===== src/dps_consts.svh =====
// DDR port selector constants
// Channel count and field widths shared by the selector RTL and its types

`ifndef DPS_CONSTS_SVH
`define DPS_CONSTS_SVH

//----------------------------------------------------------------------------
// Channel setup
//----------------------------------------------------------------------------
`define DPS_NUM_CH  4     // Front ends fa04 to fa07
`define DPS_SEL_W   2     // Channel index width

//----------------------------------------------------------------------------
// DDR command fields
//----------------------------------------------------------------------------
`define DPS_ADDR_W  27    // DDR start address
`define DPS_AREA_W  4     // Acoustic data area select
`define DPS_SIZE_W  32    // Access size in bytes

//----------------------------------------------------------------------------
// Avalon-ST payload
//----------------------------------------------------------------------------
`define DPS_DATA_W  128   // Write and read data bus

`endif


===== src/dps_pkg.sv =====
// DDR port selector types
// Records for one DDR access request, one Avalon-ST beat and the decoded
// channel selection. Widths come from the constants header.

`include "dps_consts.svh"

package dps_pkg;

    //------------------------------------------------------------------------
    // DDR access request, 65 bits
    //------------------------------------------------------------------------
    typedef struct packed {
        logic                   wxr;    // Write when high, read when low
        logic [`DPS_AREA_W-1:0] area;   // Area select
        logic [`DPS_ADDR_W-1:0] addr;   // Start address
        logic [`DPS_SIZE_W-1:0] size;   // Byte count
        logic                   start;  // Access start pulse
    } ddr_cmd_t;

    //------------------------------------------------------------------------
    // Avalon-ST beat, 133 bits
    //------------------------------------------------------------------------
    // Same layout for the write path toward DDR and the read path back
    typedef struct packed {
        logic                   sop;    // Packet start
        logic                   eop;    // Packet end
        logic                   valid;  // Beat valid
        logic                   first;  // First beat of access
        logic                   last;   // Last beat of access
        logic [`DPS_DATA_W-1:0] data;   // Payload
    } st_beat_t;

    //------------------------------------------------------------------------
    // Decoded channel selection, 3 bits
    //------------------------------------------------------------------------
    typedef struct packed {
        logic [`DPS_SEL_W-1:0]  idx;    // Selected channel
        logic                   hit;    // Exactly one enable set
    } ch_sel_t;

endpackage


===== src/chan_sel.sv =====
// Channel enable decoder
// Turns the one-hot front-end enable into a channel index and a hit flag.
// An enable with no bit or several bits set gives no hit and index zero.

`include "dps_consts.svh"

module chan_sel
    import dps_pkg::*;
(
    input  logic [`DPS_NUM_CH-1:0] i_fa_en,   // Front-end enable, bit 0 is fa04
    output ch_sel_t                o_sel      // Decoded selection
);

    localparam int SEL_W = `DPS_SEL_W;
    localparam int CNT_W = $clog2(`DPS_NUM_CH + 1);

    logic [CNT_W-1:0] en_cnt;  // Enable bits set
    logic [SEL_W-1:0] en_pos;  // Highest set bit

    //------------------------------------------------------------------------
    // Population count and position, purely combinational
    //------------------------------------------------------------------------
    always_comb begin
        en_cnt = '0;
        en_pos = '0;
        for (int ch = 0; ch < `DPS_NUM_CH; ch++) begin
            if (i_fa_en[ch]) begin
                en_cnt = en_cnt + 1'b1;       // Count set bits
                en_pos = SEL_W'(ch);          // Keep last set position
            end
        end

        o_sel.hit = (en_cnt == CNT_W'(1));               // One bit only
        o_sel.idx = o_sel.hit ? en_pos : '0;             // Park at zero

        // Counter result cross-checked against the one-hot builtin
        a_hit_onehot : assert (!o_sel.hit || $onehot(i_fa_en))
            else $error("chan_sel hit with enable %h", i_fa_en);
    end

endmodule


===== src/chan_mux.sv =====
// Registered channel multiplexer
// Picks one front end's payload by the decoded selection and registers it
// toward the DDR port. No hit registers an all-zero payload.
// The payload type is a parameter, so one block serves command, write beat
// and read-ready.

`include "dps_consts.svh"

module chan_mux
    import dps_pkg::*;
#(
    parameter type T = logic                      // Payload per channel
) (
    input  logic                  i_arst,         // Clock
    input  logic                  i_clk156m,      // Async reset, active high
    input  ch_sel_t               i_sel,          // Decoded channel
    input  T [`DPS_NUM_CH-1:0]    i_ch,           // Payload of each front end
    output T                      o_q             // Registered selection
);

    //------------------------------------------------------------------------
    // Select and register
    //------------------------------------------------------------------------
    always_ff @(posedge i_arst or posedge i_clk156m) begin
        if (i_clk156m) begin
            o_q <= '0;                            // Start bits low after reset
        end else if (i_sel.hit) begin
            o_q <= i_ch[i_sel.idx];               // Enabled channel
        end else begin
            o_q <= '0;                            // Nothing enabled
        end
    end

    //------------------------------------------------------------------------
    // Checks
    //------------------------------------------------------------------------
    // Guards the index width against a channel count that is not a power of 2
    a_idx_range : assert property (
        @(posedge i_arst) disable iff (i_clk156m)
        i_sel.hit |-> (i_sel.idx < `DPS_NUM_CH)
    ) else $error("chan_mux index %0d out of range", i_sel.idx);

endmodule


===== src/resp_demux.sv =====
// DDR response fan-out
// Registers the DDR port's responses toward the four front ends.
// Access-complete, write-ready and read valid/first/last reach only the
// selected channel. Read sop, eop and data go to every channel.

`include "dps_consts.svh"

module resp_demux
    import dps_pkg::*;
(
    input  logic                            i_arst,       // Clock
    input  logic                            i_clk156m,    // Async reset, active high
    input  ch_sel_t                         i_sel,        // Decoded channel
    input  logic                            i_endp,       // DDR access complete
    input  logic                            i_wr_ready,   // DDR write FIFO ready
    input  st_beat_t                        i_rd,         // DDR read beat
    output logic     [`DPS_NUM_CH-1:0]      o_endp,       // Complete per channel
    output logic     [`DPS_NUM_CH-1:0]      o_wr_ready,   // Write ready per channel
    output st_beat_t [`DPS_NUM_CH-1:0]      o_rd          // Read beat per channel
);

    logic [`DPS_NUM_CH-1:0] ch_mask;    // One-hot target, zero on miss
    logic [`DPS_NUM_CH-1:0] rd_valid;   // Delivered valids, for checking

    //------------------------------------------------------------------------
    // Target channel mask
    //------------------------------------------------------------------------
    always_comb begin
        ch_mask = '0;
        if (i_sel.hit) begin
            ch_mask[i_sel.idx] = 1'b1;
        end
    end

    //------------------------------------------------------------------------
    // Response registers
    //------------------------------------------------------------------------
    always_ff @(posedge i_arst or posedge i_clk156m) begin
        if (i_clk156m) begin
            o_endp     <= '0;
            o_wr_ready <= '0;
            o_rd       <= '0;
        end else begin
            for (int ch = 0; ch < `DPS_NUM_CH; ch++) begin
                o_endp[ch]      <= ch_mask[ch] & i_endp;        // Gated
                o_wr_ready[ch]  <= ch_mask[ch] & i_wr_ready;    // Gated
                o_rd[ch].valid  <= ch_mask[ch] & i_rd.valid;    // Gated
                o_rd[ch].first  <= ch_mask[ch] & i_rd.first;    // Gated
                o_rd[ch].last   <= ch_mask[ch] & i_rd.last;     // Gated
                o_rd[ch].sop    <= i_rd.sop;                    // Broadcast
                o_rd[ch].eop    <= i_rd.eop;                    // Broadcast
                o_rd[ch].data   <= i_rd.data;                   // Broadcast
            end
        end
    end

    always_comb begin
        for (int ch = 0; ch < `DPS_NUM_CH; ch++) begin
            rd_valid[ch] = o_rd[ch].valid;
        end
    end

    //------------------------------------------------------------------------
    // Checks
    //------------------------------------------------------------------------
    // Depends on the decoder never flagging a multi-bit enable
    a_valid_onehot0 : assert property (
        @(posedge i_arst) disable iff (i_clk156m)
        $onehot0(rd_valid)
    ) else $error("resp_demux read valid on several channels %h", rd_valid);

endmodule


===== src/ddr_port_sel.sv =====
// DDR port selector top level
// Routes one of four front ends (fa04 to fa07) to the shared DDR3 access
// port. The request side goes through three registered multiplexers and the
// response side through a registered fan-out. Every output lags its inputs
// by exactly one clock.

`include "dps_consts.svh"

module ddr_port_sel
    import dps_pkg::*;
(
    input  logic                             i_arst,          // Clock
    input  logic                             i_clk156m,       // Async reset, active high

    // Front-end requests
    input  ddr_cmd_t [`DPS_NUM_CH-1:0]       i_cmd,           // DDR command per channel
    input  st_beat_t [`DPS_NUM_CH-1:0]       i_wr,            // Write beat per channel
    input  logic     [`DPS_NUM_CH-1:0]       i_rd_ready,      // Read FIFO ready per channel

    // Channel enable, one-hot
    input  logic     [`DPS_NUM_CH-1:0]       i_fa_en,

    // Toward the DDR port
    output ddr_cmd_t                         o_cmd,           // Selected command
    output st_beat_t                         o_wr,            // Selected write beat
    output logic                             o_rd_ready,      // Selected read ready

    // From the DDR port
    input  logic                             i_ddr_endp,      // Access complete
    input  logic                             i_ddr_wr_ready,  // Write FIFO ready
    input  st_beat_t                         i_ddr_rd,        // Read beat

    // Front-end responses
    output logic     [`DPS_NUM_CH-1:0]       o_endp,          // Complete per channel
    output logic     [`DPS_NUM_CH-1:0]       o_wr_ready,      // Write ready per channel
    output st_beat_t [`DPS_NUM_CH-1:0]       o_rd             // Read beat per channel
);

    ch_sel_t sel;   // Shared decoded selection

    //------------------------------------------------------------------------
    // Enable decode
    //------------------------------------------------------------------------
    chan_sel u_chan_sel (
        .i_fa_en   (i_fa_en),
        .o_sel     (sel)
    );

    //------------------------------------------------------------------------
    // Request path
    //------------------------------------------------------------------------
    chan_mux #(.T(ddr_cmd_t)) u_cmd_mux (
        .i_arst    (i_arst),
        .i_clk156m (i_clk156m),
        .i_sel     (sel),
        .i_ch      (i_cmd),
        .o_q       (o_cmd)
    );

    chan_mux #(.T(st_beat_t)) u_wr_mux (
        .i_arst    (i_arst),
        .i_clk156m (i_clk156m),
        .i_sel     (sel),
        .i_ch      (i_wr),
        .o_q       (o_wr)
    );

    chan_mux #(.T(logic)) u_rdy_mux (
        .i_arst    (i_arst),
        .i_clk156m (i_clk156m),
        .i_sel     (sel),
        .i_ch      (i_rd_ready),
        .o_q       (o_rd_ready)
    );

    //------------------------------------------------------------------------
    // Response path
    //------------------------------------------------------------------------
    resp_demux u_resp_demux (
        .i_arst     (i_arst),
        .i_clk156m  (i_clk156m),
        .i_sel      (sel),
        .i_endp     (i_ddr_endp),
        .i_wr_ready (i_ddr_wr_ready),
        .i_rd       (i_ddr_rd),
        .o_endp     (o_endp),
        .o_wr_ready (o_wr_ready),
        .o_rd       (o_rd)
    );

endmodule


===== config.mk =====
export PLATFORM = sky130hd
export DESIGN_NAME = ddr_port_sel
export DESIGN_NICKNAME = d
export VERILOG_FILES = /design/src/dps_pkg.sv /design/src/chan_sel.sv /design/src/chan_mux.sv /design/src/resp_demux.sv /design/src/ddr_port_sel.sv
export VERILOG_INCLUDE_DIRS = /design/src /design/src/src
export SDC_FILE = /design/constraint.sdc
export NUM_CORES = 1
export LEC_CHECK = 0
export BUFFER_PORTS_ARGS = -buffer_cell sky130_fd_sc_hd__buf_4
export CAP_MARGIN = 20
export CORE_AREA = 2 2 652 654
export DETAILED_ROUTE_END_ITERATION = 12
export DIE_AREA = 0 0 654 656
export HOLD_SLACK_MARGIN = 0.02
export SLEW_MARGIN = 10
export SYNTH_ARGS = -nofsm -noshare
export SYNTH_HDL_FRONTEND = slang
export SYNTH_HIERARCHICAL = 1
export SYNTH_SLANG_ARGS = --single-unit

===== constraint.sdc =====
create_clock -name i_arst -period 9.45 [get_ports i_arst]
set_input_delay 0.4725 -clock i_arst [delete_from_list [all_inputs] [get_ports i_arst]]
set_output_delay 0.4725 -clock i_arst [all_outputs]
set_load 0.005 [all_outputs]

Word-level counts from Yosys, hierarchy flattened:

Index checks and enable logic that the tools add are counted.

* flip-flop bits (word level): 349
* logic and storage cells: 76

* add/subtract/negate cells: 3
* $lt $le $gt $ge: 2
* equal/unequal tests: 1
* mux-type cells: 20
* bitwise gates (word level): 20
* reduce and logical (&&, ||, !) cells: 1

Operator list (count)
* $bmux 133 s2: 1
* $mux 133: 2
* $bmux 65 s2: 1
* $mux 65: 2
* $and 1x1->1: 20
* $mux 3: 3
* $add 3x1->3 const B: 2
* $mux 2: 3
* $mux 1: 5
* $mux 4: 1
* $eq 3x1->1 const B: 1
* $lt 2x3->1 const B: 1
* $add 1x1->2 const B: 1
* $bmux 1 s2: 1
* $demux 1 s2: 1
* $ge 2x1->1 const B: 1
* $logic_and 1x1->1: 1

Longest topological paths before layout:

* word-level depth: 15
* gate-level depth with buffers: 12
* depth with buffers taken out: 9

By module:

The synthesis kept the hierarchy.

Modules (own cells, without submodules)
* chan_mux at u_wr_mux: instances 1, cells each 594, area an instance 7410.9 µm², seq. area each 3328.2 µm²
* resp_demux: instances 1, cells each 567, area an instance 6930.4 µm², seq. area each 3753.6 µm²
* chan_mux at u_cmd_mux: instances 1, cells each 292, area an instance 3644.7 µm², seq. area each 1626.6 µm²
* chan_sel: instances 1, cells each 29, area an instance 196.4 µm², seq. area each 0.0 µm²
* chan_mux at u_rdy_mux: instances 1, cells each 4, area an instance 57.6 µm², seq. area each 25.0 µm²

Worst setup path before layout:

Ideal clock, no wire load.

* path kind: input to register
* start: input i_fa_en[0]
* end: register u_rdy_mux.o_q
* library setup time: 0.119 ns
* arrival time: 2.994 ns
* required time: 9.331 ns
* setup slack: 6.337 ns
* stages on the path: 8
* cells stage by stage: inv_1 ha_1 xor2_1 ha_1 o311a_1 a211oi_1 mux4_2 and2_1

RTL lines
* from (decl): RTL line ddr_port_sel.sv:21 `` input logic [`DPS_NUM_CH-1:0] i_fa_en, ``
* to (signal assigned): RTL line chan_mux.sv:28 `o_q <= i_ch[i_sel.idx];`
* to (decl): RTL line chan_mux.sv:18 `output T o_q`

==> metrics.log <==
INFO  metric synth-edff-count = 0
INFO  metric core_region_area = 0.4222 mm2
INFO  metric via_per_inst = 2.468
INFO  metric routed-wl-met3 = 53.17 mm
INFO  metric grt_max_degree = 90
INFO  metric drt-met1-wl = 114.6 mm
INFO  metric post_synth_inst_count = 1486
INFO  metric cts_root_buffer = sky130_fd_sc_hd__clkbuf_16
INFO  metric outcome = finished clean
INFO  metric max_cap_viol_count = 0
INFO  metric count_of_h_tree_levels_built_during_cts = 2
INFO  metric tns = 0 ns
INFO  metric cp-startpoint = i_fa_en[1]
INFO  metric postSynth.topFlopCell = sky130_fd_sc_hd__dfrtp_1
INFO  metric critical_path.max_fanout = 83
INFO  metric cts_hold_repair.buffers = 669
INFO  metric initial_antenna_violation_count = 261
INFO  metric power.share.switching = 37.81%
INFO  metric seq_area = 0.008740 mm2
INFO  metric synth.net_count = 2426
INFO  metric synth_warnings = 6
INFO  metric multi_input_logic_area = 0.005697 mm2
INFO  metric fin_crit = 4.765 ns
INFO  metric rows = 239
INFO  metric post_cts.resized_instances = 0
INFO  metric groute.usage.overall = 14.60%
INFO  metric chipHeight = 656 um
INFO  metric flow.area_growth_from_synthesis = 138.0%
INFO  metric post-cts-setup-buffer-count = 0
INFO  metric fraction_of_final_layout_cells_sized_beyond_drive_strength_1 = 52.58%
INFO  metric fin_crit_sh = 50.42%
INFO  metric die_area = 0.4290 mm2
INFO  metric finish_stage_setup_viols = 0
INFO  metric netlist.top_cell.by_area = sky130_fd_sc_hd__dfrtp_1
INFO  metric cts_inserted_buffers = 57
INFO  metric p_leak = 18.71 nW
INFO  metric synth_most_common_cell = sky130_fd_sc_hd__mux2i_1
INFO  metric synth_sequential_area_ratio = 47.88%
INFO  metric comb_power_share = 35.7%
INFO  metric clock_tree_from_tritoncts = yes
INFO  metric min_from = i_wr[453]
INFO  metric placed_cell_area = 0.03449 mm2
INFO  metric grt_pass1_wl = 373.4 mm
INFO  metric worstMarginPinSlew = 1.301 ns
INFO  metric clockBufferDepth = 3
INFO  metric rsz0062_at_grt = no
INFO  metric hpwlAfterDp = 289.0 mm
INFO  metric hold_path_depth = 3
INFO  metric clk_pin_slew_worst_paths = 0.06 ns
INFO  metric slew-limit-headroom = 13.28%
INFO  metric initial_utilization = 4.320%
INFO  metric finalWirelength = 326.2 mm
INFO  metric ys_seq_elements = 349
INFO  metric timing.final.max_slew_violations = 0
INFO  metric route.top_layer_used = met5
INFO  metric worst_ep_arrival_time = 5.40 ns
INFO  metric post-route-drc-count = 0
INFO  metric cts_num_sinks = 349
INFO  metric final-hold-violation-count = 0
INFO  metric dp.cells = 8380
INFO  metric horizontal_extent_of_the_die = 654 um
INFO  metric netlist_area = 0.01824 mm2
INFO  metric irDropWorstVdd = 0.1569 mV
INFO  metric detailroute.via_count = 22720
INFO  metric layoutNonFillerInstCount = 9207
INFO  metric finish.net_count = 4385
INFO  metric route.antenna.remaining_nets = 0
INFO  metric first_global_vias = 22430
INFO  metric crit_type = in2reg
INFO  metric p_int = 4.211 mW
INFO  metric worstHoldPathType = in2reg
INFO  metric wl_met2 = 145.5 mm
INFO  metric overflow = 0
INFO  metric max_freq = 209.9 MHz
INFO  metric buffer_ports.inserted = 1675
INFO  metric powerDensity = 156.0 mW/mm2
INFO  metric synth_largest_type_area_fraction = 47.88%
INFO  metric pwr-share-seq = 27.8%
INFO  metric 1st_pass_router_iterations = 6
INFO  metric io-pin-count = 1676
INFO  metric initialDrtViolationCount = 1613
INFO  metric globalplace.congestion = 0.8950
INFO  metric ys_async_sr_fraction = 100.0%
INFO  metric setup.worst_path.start_class = primary input
INFO  metric yosys-top-cells-count = 396 x sky130_fd_sc_hd__mux2i_1, 392 x sky130_fd_sc_hd__buf_4, 349 x sky130_fd_sc_hd__dfrtp_1
INFO  metric wl_per_instance = 35.43 um
INFO  metric stdcell_area = 0.04341 mm2
INFO  metric critPathRequiredTime = 10.09 ns
INFO  metric postSynthAreaPerCell = 12.27 um2
INFO  metric synth_cell_type_count = 35
INFO  metric worst_setup_path_end_kind = flip-flop
INFO  metric switchingPower = 2.560 mW
INFO  metric fillCellCount = 48720
INFO  metric synth_top_cells_by_area = sky130_fd_sc_hd__dfrtp_1 48%, sky130_fd_sc_hd__mux2i_1 22%, sky130_fd_sc_hd__buf_4 16%
INFO  metric p_clk_share = 36.6%
[kinds of logic after synthesis]
logic type	count (synthesis)	synth area share (%)
buf+inv	493	21.25
xor+xnor	2	0.09605
fa+ha+maj	3	0.2058
simple gates	35	1.585
compound gates	207	7.127
flops	349	47.88
mux	397	21.85
[cells in the final DEF (no fill, tap or decap), types with 3 or more instances in the layout]
master,n
sky130_fd_sc_hd__and4_1,5
sky130_fd_sc_hd__and4b_1,10
sky130_fd_sc_hd__and4bb_1,5
sky130_fd_sc_hd__buf_12,3
sky130_fd_sc_hd__buf_4,1713
sky130_fd_sc_hd__bufinv_16,9
sky130_fd_sc_hd__clkbuf_1,5
sky130_fd_sc_hd__clkbuf_16,57
sky130_fd_sc_hd__clkbuf_8,7
sky130_fd_sc_hd__clkinv_2,6
sky130_fd_sc_hd__clkinv_4,8
sky130_fd_sc_hd__clkinvlp_4,4
sky130_fd_sc_hd__dfrtp_1,344
sky130_fd_sc_hd__dfrtp_2,5
sky130_fd_sc_hd__diode_2,50
sky130_fd_sc_hd__dlygate4sd3_1,669
sky130_fd_sc_hd__ha_1,3
sky130_fd_sc_hd__inv_1,4
sky130_fd_sc_hd__inv_6,7
sky130_fd_sc_hd__inv_8,5
sky130_fd_sc_hd__mux2i_1,396
sky130_fd_sc_hd__o22ai_1,198
[worst paths after layout]
path / to / slack, ns
worst max-delay path: u_cmd_mux/o_q[39]$_DFF_PP0_ / 4.69
min in group asynchronous: u_rdy_mux/o_q$_DFF_PP0_ / 0.18
worst min-delay path: u_wr_mux/o_q[54]$_DFF_PP0_ / 0.14
max in group asynchronous: u_resp_demux/o_rd[368]$_DFF_PP0_ / 7.00
[power by group through the flow]
stage               sequential, mW  clock (mW)  combinational (mW)
floorplan                     1.77           0               0.670
global placement              1.92           0                2.05
detailed placement            1.91           0                2.05
CTS                           1.89        2.61                2.48
global route                  1.89        2.64                2.59
finish                        1.88        2.48                2.42
[through the flow]
step                      hold WS (ns)  power (mW)  utilization (%)  setup slack (ns)
after floorplan                 0.2012       2.439                -             4.941
final                           0.1389       6.771            10.28             4.685
after global routing           0.06818       7.121            10.26             4.562
after detailed placement        0.3994       3.964            8.168             4.998
after CTS                      0.02215       6.987            10.25             4.832
after global placement          0.3976       3.971            8.168             4.847
[layout make-up]
type	count	share of cell area, %
flip-flops and latches	349	20.13
multi-input cells	644	13.12
repair buffers	2385	45.19
clock inverters	39	1.280
well taps	5663	16.32
clock buffers	69	3.551
inverters	8	0.1095
diodes	50	0.2882
[critical path, stage by stage]
cell                            delay, ns
sky130_fd_sc_hd__buf_4               0.11
sky130_fd_sc_hd__inv_1               0.06
sky130_fd_sc_hd__ha_1                0.42
sky130_fd_sc_hd__xor2_1              0.21
sky130_fd_sc_hd__ha_1                0.25
sky130_fd_sc_hd__and4_2              0.26
sky130_fd_sc_hd__o21ai_0             0.16
sky130_fd_sc_hd__a211oi_4            0.35
sky130_fd_sc_hd__buf_12              0.56
sky130_fd_sc_hd__buf_4               0.82
sky130_fd_sc_hd__mux2i_1             0.30
sky130_fd_sc_hd__dlygate4sd3_1       0.58
sky130_fd_sc_hd__o22ai_1             0.08
sky130_fd_sc_hd__dlygate4sd3_1       0.62
[routing by layer]
layer | GRT usage (%) | vias to the layer above
met3 | 10.46 | 639
met4 | 3.977 | 153
met5 | 0.6720 | -
li1 | - | 8922
met1 | 15.23 | 11100
met2 | 23.23 | 1907
[registers in the layout (all words and copies together) (netlist names)]
signal	count
u_cmd_mux/o_q	65
u_resp_demux/o_rd	142
u_wr_mux/o_q	133
u_resp_demux/o_wr_ready	4
u_resp_demux/o_endp	4
u_rdy_mux/o_q	1
Power figures use the tool's default switching activity.
